==> src/source/input_pkg.sv <==
// Player input definitions
`default_nettype none

package input_pkg;

    // ==========================================================
    // Widths with a meaning
    // ==========================================================
    typedef logic [15:0] player_word_t;  // Raw control word per player
    typedef logic [7:0]  kb_dir_t;       // Keyboard directions and buttons
    typedef logic [9:0]  game_ctrl_t;    // Low bits handed to the game
    typedef logic [7:0]  analog_t;       // Two's complement analog value
    typedef logic [8:0]  spinner_t;      // Toggle bit 8, signed delta below
    typedef logic [2:0]  sens_t;         // Rotary sensitivity code
    typedef logic [7:0]  dsw_t;          // One DIP-switch byte
    typedef logic [24:0] dl_addr_t;      // Download stream address

    // Button positions inside player_word_t
    localparam int BTN_START = 10;
    localparam int BTN_COIN  = 11;
    localparam int BTN_PAUSE = 12;

    localparam int NUM_PLAYERS = 4;

    // Fixed analog sources
    localparam analog_t DPAD_RIGHT_VAL = 8'h40;
    localparam analog_t DPAD_LEFT_VAL  = 8'hC0;
    localparam analog_t PADDLE_CENTRE  = 8'h7F;

    // ==========================================================
    // Analog mode and bundles
    // ==========================================================
    typedef enum logic [1:0] {
        ANALOG_JOYSTICK = 2'd0,
        ANALOG_PADDLE   = 2'd1,
        ANALOG_SPINNER  = 2'd2,
        ANALOG_DPAD     = 2'd3
    } analog_mode_e;

    typedef struct packed {
        analog_t  joy_x_p1;
        analog_t  joy_x_p2;
        analog_t  paddle_p1;
        analog_t  paddle_p2;
        spinner_t spin_p1;
        spinner_t spin_p2;
    } analog_in_t;

    typedef struct packed {
        analog_mode_e mode;
        sens_t        sens;
        logic         invert;   // Complement nonzero results
    } analog_cfg_t;

    typedef struct packed {
        analog_t p1;
        analog_t p2;
        logic    abs;           // Absolute position modes
        logic    inc;           // Spinner moved this cycle
    } analog_out_t;

    // Download stream write, one-cycle strobe
    typedef struct packed {
        logic       wr;
        logic [7:0] index;
        dl_addr_t   addr;
        dsw_t       data;
    } dl_wr_t;

endpackage

`default_nettype wire

==> src/source/player_merge.sv <==
// Player control merge
`timescale 1ns/1ps
`default_nettype none

module player_merge (
    input  wire input_pkg::player_word_t [input_pkg::NUM_PLAYERS-1:0] joystick,
    input  wire input_pkg::kb_dir_t      [input_pkg::NUM_PLAYERS-1:0] kb_dir,
    input  wire [input_pkg::NUM_PLAYERS-1:0]                          kb_start,
    input  wire [input_pkg::NUM_PLAYERS-1:0]                          kb_coin,
    input  wire                                                       kb_pause,

    output input_pkg::player_word_t      [input_pkg::NUM_PLAYERS-1:0] merged,
    output input_pkg::game_ctrl_t        [input_pkg::NUM_PLAYERS-1:0] game_ctrl,
    output logic [input_pkg::NUM_PLAYERS-1:0]                         start,
    output logic [input_pkg::NUM_PLAYERS-1:0]                         coin,
    output logic                                                      pause_button
);

    import input_pkg::*;

    // Keyboard controls laid out like a joystick word
    function automatic player_word_t kb_word_of(
        input kb_dir_t dir,
        input logic    start_bit,
        input logic    coin_bit,
        input logic    pause_bit
    );
        player_word_t w;
        w            = '0;
        w[7:0]       = dir;
        w[BTN_START] = start_bit;
        w[BTN_COIN]  = coin_bit;
        w[BTN_PAUSE] = pause_bit;   // Shared by all players
        return w;
    endfunction

    player_word_t [NUM_PLAYERS-1:0] kb_word;
    logic         [NUM_PLAYERS-1:0] pause_bits;

    // ==========================================================
    // Per player merge
    // ==========================================================
    for (genvar p = 0; p < NUM_PLAYERS; p++) begin : g_player
        assign kb_word[p] = kb_word_of(kb_dir[p], kb_start[p], kb_coin[p], kb_pause);

        // Either source can press a button
        assign merged[p] = joystick[p] | kb_word[p];

        assign game_ctrl[p]  = merged[p][9:0];
        assign start[p]      = merged[p][BTN_START];
        assign coin[p]       = merged[p][BTN_COIN];   // Level, no pulse shaping
        assign pause_bits[p] = merged[p][BTN_PAUSE];
    end

    // Any player can pause
    assign pause_button = |pause_bits;

endmodule

`default_nettype wire

==> src/source/analog_cond.sv <==
// Analog input conditioning
`timescale 1ns/1ps
`default_nettype none

module analog_cond (
    input  wire                                                       clk_sys,
    input  wire                                                       arst_n,
    input  wire input_pkg::analog_in_t                                analog_in,
    input  wire input_pkg::analog_cfg_t                               analog_cfg,
    input  wire input_pkg::player_word_t [input_pkg::NUM_PLAYERS-1:0] merged,
    output input_pkg::analog_out_t                                    analog_out
);

    import input_pkg::*;

    // ==========================================================
    // Sensitivity and inversion
    // ==========================================================
    function automatic analog_t scale_value(
        input analog_t value,
        input sens_t   code,
        input logic    invert
    );
        logic signed [7:0] sval;
        analog_t           half;
        analog_t           quarter;
        analog_t           res;
        sval    = value;
        half    = sval >>> 1;
        quarter = sval >>> 2;
        unique case (code)
            3'd0: res = value;
            3'd1: res = half;
            3'd2: res = quarter;
            3'd3: res = sval >>> 3;
            3'd4: res = sval >>> 4;
            3'd5: res = value + value;     // 200%
            3'd6: res = value + half;      // 150%
            3'd7: res = value + quarter;   // 125%
        endcase
        // Zero keeps its meaning of no movement
        if (invert && (res != '0)) begin
            res = ~res;
        end
        return res;
    endfunction

    // D-pad right wins over left
    function automatic analog_t dpad_value(input player_word_t w);
        analog_t v;
        if (w[0]) begin
            v = DPAD_RIGHT_VAL;
        end else if (w[1]) begin
            v = DPAD_LEFT_VAL;
        end else begin
            v = '0;
        end
        return v;
    endfunction

    logic [1:0]  prev_spin;   // Toggle bits seen on the last clock
    logic [1:0]  spin_chg;
    analog_out_t out_d;

    assign spin_chg[0] = prev_spin[0] ^ analog_in.spin_p1[8];
    assign spin_chg[1] = prev_spin[1] ^ analog_in.spin_p2[8];

    // ==========================================================
    // Source select by mode
    // ==========================================================
    always_comb begin
        out_d = '0;
        unique case (analog_cfg.mode)
            ANALOG_JOYSTICK: begin
                out_d.p1  = scale_value(analog_in.joy_x_p1, analog_cfg.sens, analog_cfg.invert);
                out_d.p2  = scale_value(analog_in.joy_x_p2, analog_cfg.sens, analog_cfg.invert);
                out_d.abs = 1'b1;
            end
            ANALOG_PADDLE: begin
                // Paddle reports around mid scale
                out_d.p1  = scale_value(analog_in.paddle_p1 - PADDLE_CENTRE,
                                        analog_cfg.sens, analog_cfg.invert);
                out_d.p2  = scale_value(analog_in.paddle_p2 - PADDLE_CENTRE,
                                        analog_cfg.sens, analog_cfg.invert);
                out_d.abs = 1'b1;
            end
            ANALOG_SPINNER: begin
                if (spin_chg[0]) begin
                    out_d.p1 = scale_value(analog_in.spin_p1[7:0], analog_cfg.sens,
                                           analog_cfg.invert);
                end
                if (spin_chg[1]) begin
                    out_d.p2 = scale_value(analog_in.spin_p2[7:0], analog_cfg.sens,
                                           analog_cfg.invert);
                end
                out_d.inc = |spin_chg;   // New sample from either player
            end
            ANALOG_DPAD: begin
                out_d.p1  = scale_value(dpad_value(merged[0]), analog_cfg.sens,
                                        analog_cfg.invert);
                out_d.p2  = scale_value(dpad_value(merged[1]), analog_cfg.sens,
                                        analog_cfg.invert);
                out_d.abs = 1'b1;
            end
        endcase
    end

    // Toggle history runs in every mode
    always_ff @(posedge clk_sys or negedge arst_n) begin
        if (!arst_n) begin
            prev_spin  <= '0;
            analog_out <= '0;
        end else begin
            prev_spin  <= {analog_in.spin_p2[8], analog_in.spin_p1[8]};
            analog_out <= out_d;
        end
    end

endmodule

`default_nettype wire

==> src/source/dip_regs.sv <==
// DIP switch store
`timescale 1ns/1ps
`default_nettype none

module dip_regs #(
    parameter logic [7:0] DIP_INDEX = 8'd254   // Download index of the DIP block
) (
    input  wire                   clk_sys,
    input  wire                   arst_n,
    input  wire input_pkg::dl_wr_t dl_wr,
    output input_pkg::dsw_t        dswa,
    output input_pkg::dsw_t        dswb
);

    import input_pkg::*;

    // Bytes as downloaded, switches are active low
    dsw_t dsw_a_n;
    dsw_t dsw_b_n;
    logic dip_hit;

    // Only addresses 0 and 1 carry switches
    assign dip_hit = dl_wr.wr
                     && (dl_wr.index == DIP_INDEX)
                     && (dl_wr.addr[$bits(dl_addr_t)-1:1] == '0);

    always_ff @(posedge clk_sys or negedge arst_n) begin
        if (!arst_n) begin
            dsw_a_n <= '0;
            dsw_b_n <= '0;
        end else if (dip_hit) begin
            if (dl_wr.addr[0]) begin
                dsw_b_n <= dl_wr.data;
            end else begin
                dsw_a_n <= dl_wr.data;
            end
        end
    end

    // ==========================================================
    // Toward the game
    // ==========================================================
    assign dswa = ~dsw_a_n;
    assign dswb = ~dsw_b_n;   // All off after reset

endmodule

`default_nettype wire

==> src/source/input_frontend.sv <==
// Player input front end
`timescale 1ns/1ps
`default_nettype none

module input_frontend #(
    parameter logic [7:0] DIP_INDEX = 8'd254
) (
    input  wire                                                       clk_sys,
    input  wire                                                       arst_n,

    // Player controls
    input  wire input_pkg::player_word_t [input_pkg::NUM_PLAYERS-1:0] joystick,
    input  wire input_pkg::kb_dir_t      [input_pkg::NUM_PLAYERS-1:0] kb_dir,
    input  wire [input_pkg::NUM_PLAYERS-1:0]                          kb_start,
    input  wire [input_pkg::NUM_PLAYERS-1:0]                          kb_coin,
    input  wire                                                       kb_pause,

    // Analog channels
    input  wire input_pkg::analog_in_t                                analog_in,
    input  wire input_pkg::analog_cfg_t                               analog_cfg,

    // Download stream
    input  wire input_pkg::dl_wr_t                                    dl_wr,

    // To the game
    output input_pkg::game_ctrl_t        [input_pkg::NUM_PLAYERS-1:0] game_ctrl,
    output logic [input_pkg::NUM_PLAYERS-1:0]                         start,
    output logic [input_pkg::NUM_PLAYERS-1:0]                         coin,
    output logic                                                      pause_button,
    output input_pkg::analog_out_t                                    analog_out,
    output input_pkg::dsw_t                                           dswa,
    output input_pkg::dsw_t                                           dswb
);

    import input_pkg::*;

    // Merged words also feed the d-pad source
    player_word_t [NUM_PLAYERS-1:0] merged;

    // ==========================================================
    // Control merge
    // ==========================================================
    player_merge u_player_merge (
        .joystick     (joystick),
        .kb_dir       (kb_dir),
        .kb_start     (kb_start),
        .kb_coin      (kb_coin),
        .kb_pause     (kb_pause),
        .merged       (merged),
        .game_ctrl    (game_ctrl),
        .start        (start),
        .coin         (coin),
        .pause_button (pause_button)
    );

    // ==========================================================
    // Analog conditioning
    // ==========================================================
    analog_cond u_analog_cond (
        .clk_sys    (clk_sys),
        .arst_n     (arst_n),
        .analog_in  (analog_in),
        .analog_cfg (analog_cfg),
        .merged     (merged),
        .analog_out (analog_out)
    );

    // ==========================================================
    // DIP switches
    // ==========================================================
    dip_regs #(
        .DIP_INDEX (DIP_INDEX)
    ) u_dip_regs (
        .clk_sys (clk_sys),
        .arst_n  (arst_n),
        .dl_wr   (dl_wr),
        .dswa    (dswa),
        .dswb    (dswb)
    );

endmodule

`default_nettype wire

==> config.mk <==
export PLATFORM = sky130hd
export DESIGN_NAME = input_frontend
export DESIGN_NICKNAME = d
export VERILOG_FILES = /design/src/source/input_pkg.sv /design/src/source/player_merge.sv /design/src/source/analog_cond.sv /design/src/source/dip_regs.sv /design/src/source/input_frontend.sv
export SDC_FILE = /design/constraint.sdc
export NUM_CORES = 1
export LEC_CHECK = 0
export CAP_MARGIN = 20
export CORE_MARGIN = 2
export CORE_UTILIZATION = 25
export DETAILED_ROUTE_END_ITERATION = 16
export DONT_BUFFER_PORTS = 1
export PLACE_DENSITY = 0.46
export RECOVER_POWER = 100
export SLEW_MARGIN = 20
export SYNTH_ARGS = -nofsm -noshare
export SYNTH_HDL_FRONTEND = slang
export SYNTH_HIERARCHICAL = 1
export SYNTH_SLANG_ARGS = --single-unit
==> constraint.sdc <==
create_clock -name clk_sys -period 1.8 [get_ports clk_sys]
set_input_delay 0.54 -clock clk_sys [delete_from_list [all_inputs] [get_ports clk_sys]]
set_output_delay 0.54 -clock clk_sys [all_outputs]
set_load 0.02 [all_outputs]
# --- Word-level counts from Yosys, hierarchy flattened ---
# Index checks and enable logic that the tools add are counted.
word_totals:
  ff_bits: 36
  out_inout_bits: 83
  word_cells: 124
  inputBits: 205
classes:
  n_eq_ne: 11
  reduce_logical: 26
  add_sub_neg: 26
  n_mux: 37
  bitwise: 17
op_table:
  columns: ["cell", "n"]
  rows:
  - ["$pmux 8 s8", 8]
  - ["$mux 8", 26]
  - ["$add 8x8->8", 24]
  - ["$not 8->8", 10]
  - ["$pmux 16 s4", 1]
  - ["$reduce_bool 8->1", 8]
  - ["$or 13x13->13", 4]
  - ["$logic_not 24->1", 1]
  - ["$sub 8x7->8 const B", 2]
  - ["$eq 3x3->1 const B", 4]
  - ["$logic_and 1x1->1", 10]
  - ["$eq 8x8->1 const B", 1]
  - ["$eq 3x2->1 const B", 2]
  - ["$eq 2x2->1 const B", 2]
  - ["$reduce_and 2->1", 2]
  - ["$reduce_or 4->1", 1]
  - ["$eq 3x1->1 const B", 1]
  - ["$logic_not 3->1", 1]
  - ["$reduce_or 3->1", 1]
  - ["$eq 2x1->1 const B", 1]
  - ["$logic_not 2->1", 1]
  - ["$mux 1", 2]
  - ["$reduce_or 2->1", 1]
  - ["$xor 1x1->1", 2]
  - ["$not 1->1", 1]

# --- Depth between registers and ports, before layout ---
# Gate-level depths: netlist of run 1.
logic_depth:
  word_depth: 11
  depth_mapped: 21
  ltp_nobuf: 17

# --- By module ---
# Netlist of run 1, hierarchy kept.
by_module_without_submodules:
  columns: ["mod", "cells_each", "instances", "seq_area_each_um2", "area_per_inst_um2"]
  rows:
  - ["analog_cond", 969, 1, 500.5, 6656.4]
  - ["player_merge", 113, 1, 0.0, 793.3]
  - ["dip_regs", 62, 1, 400.4, 760.7]

# --- Worst setup path before layout of run 1 ---
# No wires, ideal clock.
synth_timing:
  kind: "in2reg"
  startpoint: "in analog_cfg[2] (netlist name)"
  endpoint: "reg u_analog_cond/analog_out[7] (netlist name)"
  t_arrival_ns: 4.467
  setup_time_ns: 0.139
  path_buffers: 6
  path_stages: 19
  path_slack_ns: -2.806
  required_time_ns: 1.661
  cell_sequence: "buf_6 > buf_2 > buf_2 > buf_1 > nand2_1 > clkbuf_1 > clkbuf_1 > nand2_1 > o21ai_0 > ha_1 > fa_1 > a21o_1 > a2111oi_0 > xnor2_1 > o21ai_0 > nor2b_1 > a21o_2 > nor3_1 > or4_1"
synth_rtl:
  columns: ["item", "line", "source"]
  rows:
  - ["start: declaration", "input_frontend.sv:20", "input wire input_pkg::analog_cfg_t analog_cfg,"]

==> results of run 1 <==
worst max-delay path, delay by kind of cell:
kind	cells	cell delay [ps]
AO/OA/AOI/OAI	4	870
AND/OR/NAND/NOR	5	900
multiplexers	2	560
adder cells (fa/ha/maj)	2	580
XOR/XNOR	1	180
metal layers:
layer / wire length [um] / track usage, %
met1: 14600 / 25.7
met2: 13900 / 29.2
met3: 1950 / 2.45
met4: 282 / 2.61
met5: 0 / 0
worst max-delay path by stage:
| stage | startpoint | end | cells past startpoint |
|---|---|---|---|
| after CTS | analog_in[27] | u_analog_cond/analog_out[13] | 14 |
| after global routing | analog_in[27] | u_analog_cond/analog_out[13] | 16 |
| final | analog_in[27] | u_analog_cond/analog_out[13] | 14 |
| after detailed placement | analog_in[26] | u_analog_cond/analog_out[13] | 16 |
| after global placement | analog_in[26] | u_analog_cond/analog_out[13] | 16 |
| after floorplan | analog_cfg[3] | u_analog_cond/analog_out[7] | 20 |
flip-flops by register name, indices dropped and copies added, names as in the netlist:
name / flops
u_analog_cond/analog_out: 18
u_dip_regs/dsw_a_n: 8
u_analog_cond/prev_spin: 2
u_dip_regs/dsw_b_n: 8
through the flow:
stage	cell area (um^2)	utilization (%)	power, W	instances	TNS (ps)
after detailed placement	9940	32.4	0.00413	1660	-36260
final	10900	35.6	0.00544	1696	-23860
after global routing	10900	35.6	0.00581	1696	-27320
after floorplan	8050	-	0.00300	1089	-35900
after CTS	10700	34.9	0.00533	1691	-23490
after global placement	9940	32.4	0.00412	1660	-34980
area by class of cell:
type / count / area [um^2]
fill: 3229 / 19800
timing repair buffer: 281 / 2220
multi-input combinational: 919 / 6920
clock buffer: 6 / 139
clock inverter: 2 / 13.8
inverter: 56 / 223
sequential: 36 / 901
tap: 396 / 495
power by group through the flow:
stage / logic, W / clock network, W / registers [W]
floorplan: 0.00200 / 0 / 0.000999
finish: 0.00352 / 0.000895 / 0.00102
global placement: 0.00308 / 0 / 0.00104
global route: 0.00384 / 0.000947 / 0.00103
CTS: 0.00338 / 0.000918 / 0.00103
detailed placement: 0.00308 / 0 / 0.00104
cells in the final DEF (no fill, tap or decap), drive strengths merged, types with 7 or more instances in the layout:
| cell type | instances |
|---|---|
| nor2 | 101 |
| inv | 55 |
| xnor2 | 25 |
| xor2 | 16 |
| mux2i | 32 |
| a22oi | 18 |
| nor2b | 15 |
| o21ai | 104 |
| or2 | 48 |
| o21a | 11 |
| nor3 | 23 |
| nand2 | 114 |
| a211oi | 18 |
| nand3 | 17 |
| a31oi | 15 |
| dfrtp | 36 |
| nor3b | 9 |
| a21o | 11 |
| ha | 48 |
| or3 | 7 |
| and3 | 8 |
| nor4 | 10 |
| mux2 | 23 |
| clkbuf | 12 |
| nand4 | 9 |
| a221oi | 9 |
| a21oi | 77 |
| nand2b | 18 |
| buf | 275 |
| o211ai | 13 |
| o22ai | 15 |
timing repair:
action,4_1_cts,5_1_grt
pin swaps,63,34
hold buffers,1,0
gates cloned,1,0
setup endpoints to repair,17,25
gates resized for setup,90,42
hold endpoints to repair,36,0
setup buffers,24,7
==> flow_metrics.env, run 1 <==
export IMPL_setup_viol=16
export IMPL_dp_hpwl_um=24300
export IMPL_clkPwrFrac_pct=16.4
export IMPL_powerDensity_nw_per_um2=499
export IMPL_timing_hold_ws_ps=284
export IMPL_overflow=0
export IMPL_drtIter0Drc=750
export IMPL_critical_path_class="input port to register"
export IMPL_drc_errors=0
export IMPL_grt_pass1_wl_um=47900
export IMPL_hold_viol=0
export IMPL_synth_area_um2=7800
export IMPL_clock_fmax_ghz=0.289
export IMPL_die_y_um=181
export IMPL_comb_power_share_pct=64.7
export IMPL_power_frac_seq_pct=18.8
export IMPL_cts_tree="built"
export IMPL_gp_congestion=0.889
export IMPL_p_leak_nw=4.60
export IMPL_status="finished, violations left"
export IMPL_r2r_end="u_analog_cond/analog_out[7]"
export IMPL_fin_crit_sh_pct=192
export IMPL_intPower_w=0.00319
export IMPL_yosysWarningCount=6
export IMPL_io_buffers=0
export IMPL_htree_levels=2
export IMPL_clk_path_buf_depth=2
export IMPL_drt_wl_total_um=30800
export IMPL_n_antenna_cell=0
export IMPL_start_util_pct=25.4
export IMPL_vias=8971
export IMPL_dp_slack_ps=-2330
export IMPL_timing_rr_start="u_analog_cond/prev_spin[1]"
export IMPL_min_from="analog_in[17]"
export IMPL_cts_num_sinks=36
export IMPL_drv_slew=0
export IMPL_holdPathEnd="u_analog_cond/prev_spin[0]"
export IMPL_io_pins=288
export IMPL_violations="negative setup slack"
export IMPL_final_nets=1558
export IMPL_grt_start_max_net_pins=87
export IMPL_cpPeakStageDelay_ps=430
export IMPL_cp_max_fo=4
export IMPL_holdPathStages=0
export IMPL_hold_path_class="input port to register"
export IMPL_cp_arrival_ps=3630
export IMPL_ant_nets=0
export IMPL_cts_root_buf="clkbuf_16"
export IMPL_clk_pin_slew_ps=60
export IMPL_period_minus_slack_ps=3460
export IMPL_finClkSkew_ps=8.05
export IMPL_grt_total_usage_pct=18.0
export IMPL_setup_slack_ps=-1660
export IMPL_max_slew_margin_pct=40.1
export IMPL_clk_latency_ps=280
export IMPL_tightest_slew_ps=898
export IMPL_synthCells=1089
export IMPL_grt_pass1_vias=8629
export IMPL_drive_above_1_share_pct=34.5
export IMPL_coreArea_um2=30700
export IMPL_ir_drop_uv=318
export IMPL_crit_chain="ha_4 > xor2_2 > mux2_4 > mux2_4 > fa_2 > a21o_1 > a211oi_2 > nor3_2 > nor4_4 > nand4_1 > and4bb_2 > nand2_2 > a31o_1 > a311o_1"
export IMPL_wl_per_cell_um=18.1
export IMPL_detail_route_first_pass_iterations=7
export IMPL_crit_path_end_kind="register"
export IMPL_maxCapViolCount=0
export IMPL_p_sw_share_pct=41.4
export IMPL_viasPerCell=5.29
export IMPL_rsz0062_at_grt="true"
export IMPL_cp_required_ps=1970
export IMPL_syn_area_per_cell_um2=7.16
export IMPL_dieArea_um2=32600
export IMPL_r2r_slack_ps=-70
export IMPL_slowest_stage="fa_2"
export IMPL_antenna_found_initial=0
export IMPL_syn2layout_area_growth_pct=39.9
export IMPL_worst_r2r_cell_count=6
export IMPL_synth_fp_nets=1348
export IMPL_startpoint_type="input port"
export IMPL_rows=64
export IMPL_die_w_um=181
export IMPL_netSwitchingPower_w=0.00225
export IMPL_path_common_cell="mux2_4"
export IMPL_cts_made_buffers=5
No activity file was read; power rests on OpenSTA's default activity.
==> inputs of run 2 (changes only) <==
--- a/config.mk
+++ b/config.mk
@@ -12,6 +12,7 @@
 export DONT_BUFFER_PORTS = 1
 export PLACE_DENSITY = 0.46
 export RECOVER_POWER = 100
+export SKIP_CTS_REPAIR_TIMING = 1
 export SLEW_MARGIN = 20
 export SYNTH_ARGS = -nofsm -noshare
 export SYNTH_HDL_FRONTEND = slang
==> flow_metrics.env, run 2 (same netlist as run 1, synthesis figures left out) <==
export IMPL_status="finished, violations left"
export IMPL_violations="negative setup slack"
export IMPL_powerDensity_nw_per_um2=499
export IMPL_vias=8928
export IMPL_cpPeakStageDelay_ps=420
export IMPL_crit_buf_inv=1
export IMPL_power_w=0.00532
export IMPL_drc_errors=0
export IMPL_finClkSkew_ps=7.79
export IMPL_clk_path_buf_depth=2
export IMPL_largest_register_ffs=18
export IMPL_dp_hpwl_um=24300
export IMPL_ant_nets=0
export IMPL_drv_slew=0
export IMPL_gp_congestion=0.889
export IMPL_htree_levels=2
export IMPL_final_nets=1549
export IMPL_tightest_slew_ps=893
export IMPL_critical_path_class="input port to register"
export IMPL_antenna_found_initial=0
export IMPL_cts_num_sinks=36
export IMPL_dieArea_um2=32600
export IMPL_cts_made_buffers=5
export IMPL_grt_total_usage_pct=17.4
export IMPL_clk_pin_slew_ps=60
export IMPL_drive_above_1_share_pct=32.6
export IMPL_viasPerCell=5.29
export IMPL_hold_path_class="input port to register"
export IMPL_period_minus_slack_ps=3440
export IMPL_fin_crit_sh_pct=191
export IMPL_grt_start_max_net_pins=87
export IMPL_max_slew_margin_pct=40.4
export IMPL_die_y_um=181
export IMPL_max_flop_register="u_analog_cond/analog_out"
export IMPL_start_util_pct=25.4
export IMPL_hold_viol=0
export IMPL_n_antenna_cell=0
export IMPL_crit_chain="ha_4 > xor2_2 > mux2_4 > mux2_4 > fa_2 > a21o_1 > a211oi_2 > nor3_2 > nor4_2 > nand4_1 > and4bb_2 > nand2_2 > buf_4 > a311oi_2 > a21oi_1"
export IMPL_coreArea_um2=30700
export IMPL_syn2layout_area_growth_pct=36.7
export IMPL_cp_arrival_ps=3590
export IMPL_die_w_um=181
export IMPL_drt_wl_total_um=30400
export IMPL_grt_pass1_wl_um=46500
export IMPL_maxCapViolCount=0
export IMPL_drtIter0Drc=637
export IMPL_layout_commonest_cell="buf_4"
export IMPL_netSwitchingPower_w=0.00221
export IMPL_intPower_w=0.00312
export IMPL_setup_viol=16
export IMPL_detail_route_first_pass_iterations=5
export IMPL_grt_pass1_vias=8322
export IMPL_clk_latency_ps=280
export IMPL_cts_tree="built"
export IMPL_slowest_stage="fa_2"
export IMPL_overflow=0
export IMPL_cts_root_buf="clkbuf_16"
export IMPL_ir_drop_uv=319
export IMPL_cp_required_ps=1960
export IMPL_mostFrequentLayoutCells="buf_4 (254), nand2_1 (109), nor2_1 (95)"
export IMPL_rsz0062_at_grt="true"
export IMPL_io_pins=288
export IMPL_setup_slack_ps=-1640
export IMPL_reg_top3="u_analog_cond/analog_out x18, u_dip_regs/dsw_a_n x8, u_dip_regs/dsw_b_n x8"
export IMPL_p_sw_share_pct=41.5
export IMPL_crit_family="simple AND/OR/NAND/NOR gates"
export IMPL_clock_fmax_ghz=0.291
export IMPL_path_common_cell="mux2_4"
export IMPL_crit_path_end_kind="register"
export IMPL_wl_per_cell_um=18.0
export IMPL_final_util_pct=34.8
export IMPL_fill_cells=3265
export IMPL_power_frac_seq_pct=19.2
export IMPL_rows=64
export IMPL_io_buffers=0
export IMPL_p_leak_nw=4.52
export IMPL_cp_max_fo=8
export IMPL_startpoint_type="input port"
export IMPL_comb_power_share_pct=63.9
export IMPL_clkPwrFrac_pct=16.8
-- run 2: cell types whose count changed in the layout (fill, tap and decap cells not counted), sizes merged --
cell,previous run,this run
buf,275,266
-- run 2: metal layers --
| metal | vias to the layer above | part of all wire, % | track usage (%) |
|---|---|---|---|
| li1 | 4394 | - | - |
| met1 | 4162 | 47 | 25.1 |
| met2 | 337 | 45 | 27.9 |
| met3 | 35 | 6.6 | 2.63 |
| met4 | 0 | 1.3 | 2.65 |
| met5 | - | 0 | 0 |
-- run 2: worst paths after layout --
| kind | start | end | slack [ps] | cells after the start |
|---|---|---|---|---|
| max | analog_in[26] | u_analog_cond/analog_out[14] | -1640 | 15 |
| min | analog_in[17] | u_analog_cond/prev_spin[0] | 280 | 0 |
| max reg2reg | u_analog_cond/prev_spin[1] | u_analog_cond/analog_out[7] | -10 | 6 |
| min reg2reg | u_dip_regs/dsw_a_n[1] | u_dip_regs/dsw_a_n[1] | 510 | 1 |
| max in group asynchronous | arst_n | u_analog_cond/analog_out[1] | 850 | 1 |
| min in group asynchronous | arst_n | u_dip_regs/dsw_b_n[3] | 380 | 1 |
-- run 2: final cells by class --
type	instances	area, um^2	share of cell area (%)
Timing Repair Buffer	272	2120	19.9
Clock buffer	6	139	1.30
Clock inverter	2	13.8	0.129
Multi-Input combinational cell	919	6770	63.5
Sequential cell	36	901	8.45
Inverter	56	218	2.04
Tap cell	396	495	4.65
-- run 2: power groups by stage --
stage / registers (W) / logic (W) / clock network, W
finish: 0.00102 / 0.00340 / 0.000895
global route: 0.00103 / 0.00371 / 0.000950
CTS: 0.00103 / 0.00310 / 0.000918
detailed placement: 0.00104 / 0.00308 / 0
global placement: 0.00104 / 0.00308 / 0
floorplan: 0.000999 / 0.00200 / 0
-- run 2: through the flow --
step	instances	worst slack, ps	area [um^2]	hold WS (ps)	setup TNS [ps]
final	1687	-1640	10700	284	-23670
after global routing	1687	-1850	10700	275	-27320
after CTS	1668	-2040	10100	-56.7	-28060
after detailed placement	1660	-2330	9940	246	-36260
after global placement	1660	-2210	9940	246	-34980
after floorplan	1089	-2260	8050	244	-35900
-- run 2: worst register-to-register path: stages (launching register included) --
cell	delay [ps]
dfrtp_1	360
xor2_1	140
nor2b_1	140
buf_4	150
a22oi_1	190
o221ai_1	150
or4_4	550
